**config.mk**
```make
export PLATFORM = sky130hd
export DESIGN_NAME = mouse_trace_top
export DESIGN_NICKNAME = d
export VERILOG_FILES = /design/src/design/mouse_trace_pkg.sv /design/src/design/mouse_trace_top.sv /design/src/design/trace_fifo.sv /design/src/design/trace_collect.sv /design/src/design/tcb_capture.sv
export SDC_FILE = /design/constraint.sdc
export NUM_CORES = 2
export LEC_CHECK = 0
export BUFFER_PORTS_ARGS = -buffer_cell sky130_fd_sc_hd__buf_2
export CAP_MARGIN = 5
export CORE_ASPECT_RATIO = 1.1
export CORE_MARGIN = 4
export CORE_UTILIZATION = 30
export CTS_CLUSTER_DIAMETER = 30
export DETAILED_ROUTE_END_ITERATION = 12
export RECOVER_POWER = 25
export SETUP_SLACK_MARGIN = 0.2
export SYNTH_ARGS = -nofsm -noshare
export SYNTH_HDL_FRONTEND = slang
export SYNTH_SLANG_ARGS = --single-unit
```
**constraint.sdc**
```tcl
create_clock -name tcb -period 32.7 [get_ports tcb]
set_clock_uncertainty 0.2 [all_clocks]
set_input_delay 1.635 -clock tcb [delete_from_list [all_inputs] [get_ports tcb]]
set_output_delay 1.635 -clock tcb [all_outputs]
set_load 0.03 [all_outputs]
```
**src/design/mouse_trace_pkg.sv**
```systemverilog
/* shared types of the trace unit: TCB bus structs, core phase codes and the
   record of one retired instruction, imported by every module of the design */
`default_nettype none

package mouse_trace_pkg;

    ////////////////////////////////////////////////////////////////////////////
    // bus
    ////////////////////////////////////////////////////////////////////////////

    localparam int unsigned xlen_c = 32;  // data and address width

    // core execution phase, GPR phases have the top bit set
    typedef enum logic [2:0] {
        pha_if  = 3'b000,  // instruction fetch
        pha_mld = 3'b001,  // memory load
        pha_mst = 3'b010,  // memory store
        pha_exe = 3'b011,  // execute, branch condition only
        pha_wb  = 3'b100,  // GPR write-back
        pha_rs1 = 3'b101,  // read rs1
        pha_rs2 = 3'b110   // read rs2
    } pha_t;               // 3'b111 is never issued

    // one address word, seen as memory or as register file access
    typedef union packed {
        logic [xlen_c-1:0] mem;      // raw byte address
        struct packed {
            logic [xlen_c-8:0] rgn;  // region of the register file
            logic [4:0]        idx;  // GPR index
            logic [1:0]        ofs;  // byte offset, always word aligned
        } gpr;
    } tcb_adr_u;

    typedef struct packed {
        logic              wen;  // write enable
        tcb_adr_u          adr;
        logic [1:0]        siz;  // log2 of transfer size in bytes
        logic [3:0]        ben;  // byte enables
        logic [xlen_c-1:0] wdt;  // write data
    } tcb_req_t;

    typedef struct packed {
        logic [xlen_c-1:0] rdt;  // read data, one cycle after the request
    } tcb_rsp_t;

    ////////////////////////////////////////////////////////////////////////////
    // trace
    ////////////////////////////////////////////////////////////////////////////

    // completed transfer, request joined with its read data
    typedef struct packed {
        pha_t              pha;
        tcb_req_t          req;
        logic [xlen_c-1:0] rdt;
    } xfer_t;

    typedef struct packed {
        logic [15:0]       seq;      // retirement sequence number
        logic [xlen_c-1:0] ifu_adr;  // PC
        logic [xlen_c-1:0] ifu_ins;  // instruction word, always 32 bit
        logic              wbu_ena;  // GPR write-back
        logic [4:0]        wbu_idx;
        logic [xlen_c-1:0] wbu_dat;
        logic              lsu_ena;  // load or store present
        logic              lsu_wen;  // store
        logic              lsu_ren;  // load
        logic [4:0]        lsu_rid;  // load destination, register view of the address
        logic [xlen_c-1:0] lsu_adr;
        logic [1:0]        lsu_siz;
        logic [xlen_c-1:0] lsu_wdt;  // store data
        logic [xlen_c-1:0] lsu_rdt;  // load data
    } trace_rec_t;

endpackage

`default_nettype wire
```
**src/design/mouse_trace_top.sv**
```systemverilog
/* execution trace unit for the multi-cycle RISC-V core, watches the TCB bus
   and the core phase, offers retired-instruction records to a reader */
`default_nettype none

module mouse_trace_top
    import mouse_trace_pkg::*;
#(
    parameter int unsigned DEPTH = 8  // record FIFO depth, power of two
)(
    // system
    input  logic       tcb,
    input  logic       rst,
    // monitored bus, never driven from here
    input  logic       bus_vld,
    input  logic       bus_rdy,
    input  tcb_req_t   bus_req,
    input  tcb_rsp_t   bus_rsp,
    input  pha_t       pha,
    // reader
    input  logic       rec_pop,
    output trace_rec_t rec,
    output logic       rec_emp,
    output logic       rec_ovf
);

    logic       xfer_vld;  // capture to collector
    xfer_t      xfer;
    logic       rec_push;  // collector to FIFO
    trace_rec_t rec_in;

    // bus request paired with its response
    tcb_capture u_capture (
        .tcb      (tcb),
        .rst      (rst),
        .bus_vld  (bus_vld),
        .bus_rdy  (bus_rdy),
        .bus_req  (bus_req),
        .bus_rsp  (bus_rsp),
        .pha      (pha),
        .xfer_vld (xfer_vld),
        .xfer     (xfer)
    );

    // transfers to records
    trace_collect u_collect (
        .tcb      (tcb),
        .rst      (rst),
        .xfer_vld (xfer_vld),
        .xfer     (xfer),
        .rec_push (rec_push),
        .rec_in   (rec_in)
    );

    trace_fifo #(
        .DEPTH (DEPTH)
    ) u_fifo (
        .tcb      (tcb),
        .rst      (rst),
        .rec_push (rec_push),
        .rec_in   (rec_in),
        .rec_pop  (rec_pop),
        .rec      (rec),
        .rec_emp  (rec_emp),
        .rec_ovf  (rec_ovf)
    );

endmodule

`default_nettype wire

```
**src/design/trace_fifo.sv**
```systemverilog
/* record FIFO between collector and the external reader, head is shown
   without a pop, overflow drops the new record and is flagged until reset */
`default_nettype none

module trace_fifo
    import mouse_trace_pkg::*;
#(
    parameter int unsigned DEPTH = 8  // power of two
)(
    // system
    input  logic       tcb,
    input  logic       rst,
    // write side
    input  logic       rec_push,
    input  trace_rec_t rec_in,
    // read side
    input  logic       rec_pop,   // strobe, removes the head
    output trace_rec_t rec,       // head, valid while !rec_emp
    output logic       rec_emp,
    output logic       rec_ovf    // sticky
);

    ////////////////////////////////////////////////////////////////////////////
    // storage and pointers
    ////////////////////////////////////////////////////////////////////////////

    localparam int unsigned aw = $clog2(DEPTH);

    trace_rec_t  mem [DEPTH];  // record storage
    logic [aw:0] wr_ptr;       // extra bit tells full from empty
    logic [aw:0] rd_ptr;
    logic        full;
    logic        pop_ok;       // pop that really removes a record
    logic        push_ok;      // push that really stores

    assign rec_emp = (wr_ptr == rd_ptr);
    assign full    = (wr_ptr == {~rd_ptr[aw], rd_ptr[aw-1:0]});
    assign pop_ok  = rec_pop && !rec_emp;
    // full with a pop frees the head slot at the same edge
    assign push_ok = rec_push && (!full || pop_ok);

    assign rec = mem[rd_ptr[aw-1:0]];  // fall-through head

    ////////////////////////////////////////////////////////////////////////////
    // control
    ////////////////////////////////////////////////////////////////////////////

    always_ff @(posedge tcb) begin
        if (rst) begin
            wr_ptr  <= '0;
            rd_ptr  <= '0;
            rec_ovf <= 1'b0;
        end else begin
            if (push_ok) begin
                wr_ptr <= wr_ptr + 1'b1;
            end
            if (pop_ok) begin
                rd_ptr <= rd_ptr + 1'b1;
            end
            if (rec_push && !push_ok) begin
                rec_ovf <= 1'b1;  // record lost, stays set
            end
        end
    end

    // write port
    always_ff @(posedge tcb) begin
        if (push_ok) begin
            mem[wr_ptr[aw-1:0]] <= rec_in;
        end
    end

    // reader must look at rec_emp first
    a_pop_emp: assert property (@(posedge tcb) disable iff (rst)
        rec_pop |-> !rec_emp)
    else $error("trace record popped while FIFO is empty");

endmodule

`default_nettype wire

```
**src/design/trace_collect.sv**
```systemverilog
/* builds one trace record per retired instruction from the stream of bus
   transfers, a record is closed and pushed out when the next fetch arrives */
`default_nettype none

module trace_collect
    import mouse_trace_pkg::*;
(
    // system
    input  logic       tcb,
    input  logic       rst,
    // from capture
    input  logic       xfer_vld,
    input  xfer_t      xfer,
    // to FIFO
    output logic       rec_push,  // one cycle strobe
    output trace_rec_t rec_in     // valid with rec_push
);

    ////////////////////////////////////////////////////////////////////////////
    // local signals
    ////////////////////////////////////////////////////////////////////////////

    logic        xfer_fch;  // fetch transfer in this cycle
    logic        rec_opn;   // a record is being built
    logic [15:0] seq_cnt;   // number of the next emitted record
    trace_rec_t  rec_cur;   // open record
    trace_rec_t  rec_nxt;   // open record after this transfer
    trace_rec_t  rec_out;   // open record as it leaves, numbered

    assign xfer_fch = xfer_vld && (xfer.pha == pha_if);

    ////////////////////////////////////////////////////////////////////////////
    // record update
    ////////////////////////////////////////////////////////////////////////////

    always_comb begin
        rec_nxt = rec_cur;  // rs1, rs2 and execute leave no trace
        case (xfer.pha)
            pha_if: begin
                // fresh record, no write-back nor load/store yet
                rec_nxt         = '0;
                rec_nxt.ifu_adr = xfer.req.adr.mem;
                rec_nxt.ifu_ins = xfer.rdt;
            end
            pha_wb: begin
                rec_nxt.wbu_ena = 1'b1;
                rec_nxt.wbu_idx = xfer.req.adr.gpr.idx;  // register view
                rec_nxt.wbu_dat = xfer.req.wdt;
            end
            pha_mld: begin
                rec_nxt.lsu_ena = 1'b1;
                rec_nxt.lsu_ren = 1'b1;
                rec_nxt.lsu_rid = xfer.req.adr.gpr.idx;
                rec_nxt.lsu_adr = xfer.req.adr.mem;    // memory view, same word
                rec_nxt.lsu_siz = xfer.req.siz;
                rec_nxt.lsu_rdt = xfer.rdt;            // response cycle data
            end
            pha_mst: begin
                rec_nxt.lsu_ena = 1'b1;
                rec_nxt.lsu_wen = 1'b1;
                rec_nxt.lsu_adr = xfer.req.adr.mem;
                rec_nxt.lsu_siz = xfer.req.siz;
                rec_nxt.lsu_wdt = xfer.req.wdt;
            end
            default: begin
            end
        endcase
    end

    // stamp the sequence number on the way out
    always_comb begin
        rec_out     = rec_cur;
        rec_out.seq = seq_cnt;
    end

    ////////////////////////////////////////////////////////////////////////////
    // control and payload registers
    ////////////////////////////////////////////////////////////////////////////

    always_ff @(posedge tcb) begin
        if (rst) begin
            rec_opn  <= 1'b0;
            rec_push <= 1'b0;
            seq_cnt  <= '0;
        end else begin
            rec_push <= xfer_fch && rec_opn;  // first fetch has nothing to close
            if (xfer_fch) begin
                rec_opn <= 1'b1;
                if (rec_opn) begin
                    seq_cnt <= seq_cnt + 16'd1;  // counts dropped records too
                end
            end
        end
    end

    always_ff @(posedge tcb) begin
        if (xfer_vld) begin
            rec_cur <= rec_nxt;
        end
        if (xfer_fch) begin
            rec_in <= rec_out;
        end
    end

    // a multi-cycle core retires at most one GPR write per instruction
    a_one_wb: assert property (@(posedge tcb) disable iff (rst)
        xfer_vld && (xfer.pha == pha_wb) && rec_opn |-> !rec_cur.wbu_ena)
    else $error("second write-back within one instruction at PC %h", rec_cur.ifu_adr);

endmodule

`default_nettype wire

```
**src/design/tcb_capture.sv**
```systemverilog
/* bus monitor front end, pairs each TCB request and its phase with the read
   data of the next cycle and hands the result on as one transfer strobe */
`default_nettype none

module tcb_capture
    import mouse_trace_pkg::*;
(
    // system
    input  logic     tcb,       // bus clock
    input  logic     rst,       // sync reset, active high
    // monitored TCB bus
    input  logic     bus_vld,
    input  logic     bus_rdy,
    input  tcb_req_t bus_req,
    input  tcb_rsp_t bus_rsp,   // valid the cycle after a transfer
    input  pha_t     pha,       // core phase, valid with bus_vld
    // to collector
    output logic     xfer_vld,
    output xfer_t    xfer
);

    ////////////////////////////////////////////////////////////////////////////
    // request side
    ////////////////////////////////////////////////////////////////////////////

    logic     trn;    // transfer at this edge
    tcb_req_t req_q;  // request held over into the response cycle
    pha_t     pha_q;

    assign trn = bus_vld & bus_rdy;

    // strobe follows the transfer by one edge
    always_ff @(posedge tcb) begin
        if (rst) begin
            xfer_vld <= 1'b0;
        end else begin
            xfer_vld <= trn;
        end
    end

    // payload, only meaningful while xfer_vld
    always_ff @(posedge tcb) begin
        if (trn) begin
            req_q <= bus_req;
            pha_q <= pha;
        end
    end

    ////////////////////////////////////////////////////////////////////////////
    // response side
    ////////////////////////////////////////////////////////////////////////////

    // read data comes live, this is the only place that knows the latency
    assign xfer.pha = pha_q;
    assign xfer.req = req_q;
    assign xfer.rdt = bus_rsp.rdt;

    // core never issues the spare code
    a_pha_def: assert property (@(posedge tcb) disable iff (rst)
        trn |-> pha inside {pha_if, pha_rs1, pha_rs2, pha_mld, pha_mst, pha_exe, pha_wb})
    else $error("undefined phase code %b on a bus transfer", pha);

endmodule

`default_nettype wire

```
==> out/qor.txt <==
Seq cells post-synth - 2324
Final period util - 0.238
Dpl cell area - 0.0909 sq mm
Die ar. - 0.290 sq mm
First-pass DRT Iterations - 5
IO buf count - 331
Final #Nets - 4179
Synth Cell Area - 0.0844 sq mm
Clock-pin slew on the worst setup and hold paths - 0.05 ns
Post-DP HPWL - 109000 um
Die W - 514 um
DRC Markers - 0
Total grt overflow - 0
Worst r2r dst - u_fifo.mem[5][223]$_DFFE_PP_
Critical Path Source Type - register
Post-route ant nets - 0
CTS tree - done
Htree depth - 5
Initial Utilization - 0.301
Library cells used by synthesis - 40
Placed cells - 7384
Cells resized by post-CTS repair - 0
Pwr/cell area - 71.0 mW/mm^2
Post-Syn Nets - 3535
CTS Hold Bufs - 0
CTS Root Cell - clkbuf_16
Fin Hold WS - 0.165 ns
Postcts setup bufs - 0
Final Non-Filler Cells - 8105
Layout cells sized above 1 - 0.397
Final Cell Area - 0.104 sq mm
Status - complete, no violations
Drt via density - 4.62
Vias post-DR - 37.5k
RSZ-0062 raised after global routing - false
Yosys warnings - 0
Endpoints failing hold - 0
Core area - 0.281 sq mm
Mean post-synth cell area - 24.7 sq um
Number of global-route vias before repair - 39.5k
Num CTS Buffers - 387
CP Max Fanout - 46
Clk Latency, worst-skew pair - 0.87 ns
CTS Buffer Depth - 4
Worst vdd ir - 0.0493 mV
CTS Sinks - 2324
Hold Crit Class - reg -> reg
Largest net degree at the start of global routing - 153
Cell depth of the worst hold path - 0
Row Count - 204
Worst r2r src - u_fifo.wr_ptr[0]$_SDFFE_PP0P_
Final WL - 198000 um
Number of synthesized flops with an enable pin - 2293
Worst-margin pin slew - 1.18 ns
Final Critical Period - 7.80 ns
Initial DRC count - 3273
Drt wl/cell - 24.4 um
Final setup violation count - 0
Area growth syn-to-layout - 23.6%
Placer Congestion - 0.715
Cells after Synth - 3421
Synth Flop Type - edfxtp_1
CP Capture Point - rec[176]
Fmax - 128 MHz
Worst reg-to-reg setup slack - 27.74 ns
Slew Limit Fails - 0
Max Cap Viol - 0
Sum of negative setup slack - 0 ns
FILL cells - 24.9k
Register area share after synthesis - 0.823
Antenna violations before repair - 44
Reg2Reg Depth - 6
Critical path data arrival time - 5.96 ns
FFs w/ async S/R, synth - 0
Slew HR - 0.213
Leakage - 32.0 nW
First-pass GRT wire length - 283000 um
Gr usage total - 0.133
Critical path class - reg -> out
Critical Path RT - 30.86 ns
Ports - 337
Crit end category - primary output
DIE HEIGHT - 564 um
==> layer usage <==
layer / vias up / global-route usage / routed length, um
met4: 0 / 0.0415 / 5480
met2: 1171 / 0.221 / 98300
li1: 15800 / - / -
met1: 20100 / 0.177 / 83500
met5: - / 0 / 0
met3: 327 / 0.0260 / 10900
==> flip-flops by register name (all words and copies together) (netlist names), named ones only <==
| name | cells |
|---|---|
| u_fifo.mem | 1792 |
| u_collect.rec_in | 224 |
| u_collect.rec_cur | 208 |
| u_capture.xfer | 66 |
| u_collect.seq_cnt | 16 |
| u_fifo.rd_ptr | 4 |
| u_fifo.wr_ptr | 4 |
| u_capture.pha_q | 3 |
| u_capture.xfer_vld | 1 |
| u_collect.rec_opn | 1 |
| u_collect.rec_push | 1 |
| u_fifo.rec_ovf | 1 |
==> synthesized netlist by cell type (2+ instances only) <==
cell,number,area (sq um)
nor2b_1,39,244
nor2_1,18,67.6
buf_1,33,124
clkbuf_1,88,330
and2_1,108,676
xnor2_1,2,17.5
nand2b_1,3,18.8
nor3b_1,4,30.0
dfxtp_1,31,621
mux2i_1,2,20.0
o21ai_0,8,40.0
mux4_2,448,10100
ha_1,3,37.5
o21ai_1,2,10.0
nand2_1,8,30.0
inv_1,9,33.8
edfxtp_1,2293,68900
xor2_1,10,87.6
nor4_1,5,31.3
nand3_1,8,40.0
and4_1,4,35.0
a21oi_1,12,60.1
nor3_1,4,20.0
mux2_2,226,2540
nand4_1,5,31.3
o31ai_1,2,15.0
buf_2,24,120
or4_1,3,22.5
or3_1,8,50.1
==> final cells by class <==
class / instances / area [sq um] / share of cell area
Tap cell: 3708 / 4640 / 0.0445
Antenna cell: 11 / 27.5 / 0.000264
Multi-Input combinational cell: 943 / 14400 / 0.138
Clock inverter: 288 / 3510 / 0.0337
Clock buffer: 422 / 9950 / 0.0953
Sequential cell: 2324 / 69500 / 0.666
Timing Repair Buffer: 400 / 2290 / 0.0219
Inverter: 9 / 41.3 / 0.000396
==> worst min-delay path by stage <==
| stage | start | end |
|---|---|---|
| floorplan | u_collect.rec_cur[0]$_SDFFCE_PN0P_ | u_collect.rec_in[0]$_DFFE_PP_ |
| global placement | u_collect.rec_cur[118]$_SDFFCE_PP0P_ | u_collect.rec_in[118]$_DFFE_PP_ |
| detailed placement | u_collect.rec_cur[113]$_SDFFCE_PP0P_ | u_collect.rec_in[113]$_DFFE_PP_ |
| CTS | u_collect.rec_cur[106]$_SDFFCE_PP0P_ | u_collect.rec_in[106]$_DFFE_PP_ |
| global route | u_collect.rec_cur[106]$_SDFFCE_PP0P_ | u_collect.rec_in[106]$_DFFE_PP_ |
| finish | u_collect.rec_cur[106]$_SDFFCE_PP0P_ | u_collect.rec_in[106]$_DFFE_PP_ |
==> critical path: stages (launching register included) <==
cell and delay [ns]:
dfxtp_4 1.01, buf_4 0.74, buf_4 0.68, buf_4 0.65, buf_4 0.77, mux4_2 0.61, mux2_2 0.28, buf_2 0.22
==> kinds of logic after synthesis <==
family	Yosys count	share of synthesized area
flip-flops	2324	0.823
multiplexers	676	0.150
AND/OR/NAND/NOR	222	0.0159
buffers and inverters	154	0.00720
AO/OA/AOI/OAI	30	0.00213
XOR/XNOR	12	0.00125
adder cells (fa/ha/maj)	3	0.000445
==> cells in the final DEF, fill, tap and decap left out, types with 39 or more instances in the layout <==
master | Yosys | final
mux4_2 | 448 | 448
edfxtp_1 | 2293 | 2293
clkbuf_16 | 0 | 391
clkinv_1 | 0 | 39
inv_6 | 0 | 40
clkinv_2 | 0 | 53
nor2b_1 | 39 | 39
and2_1 | 108 | 107
clkinvlp_4 | 0 | 46
bufinv_16 | 0 | 58
mux2_2 | 226 | 226
buf_2 | 24 | 331
buf_4 | 0 | 60
==> power breakdown <==
part	internal (mW)	switching [mW]	leakage, nW	total (mW)
logic	0.00949	0.0201	5.39	0.0296
clock network	2.68	1.43	6.46	4.12
registers	3.25	0.0109	20.2	3.26
total	5.94	1.47	32.0	7.41
==> through the flow <==
step	power, mW	utilization	setup WS (ns)
2_1_floorplan	3.32	-	8.18
3_3_place_gp	3.35	0.324	25.39
3_5_place_dp	3.35	0.324	25.37
4_1_cts	7.48	0.372	24.44
5_1_grt	7.63	0.372	24.17
6_report	7.41	0.372	24.90
No activity file was read; power rests on OpenSTA's default activity.
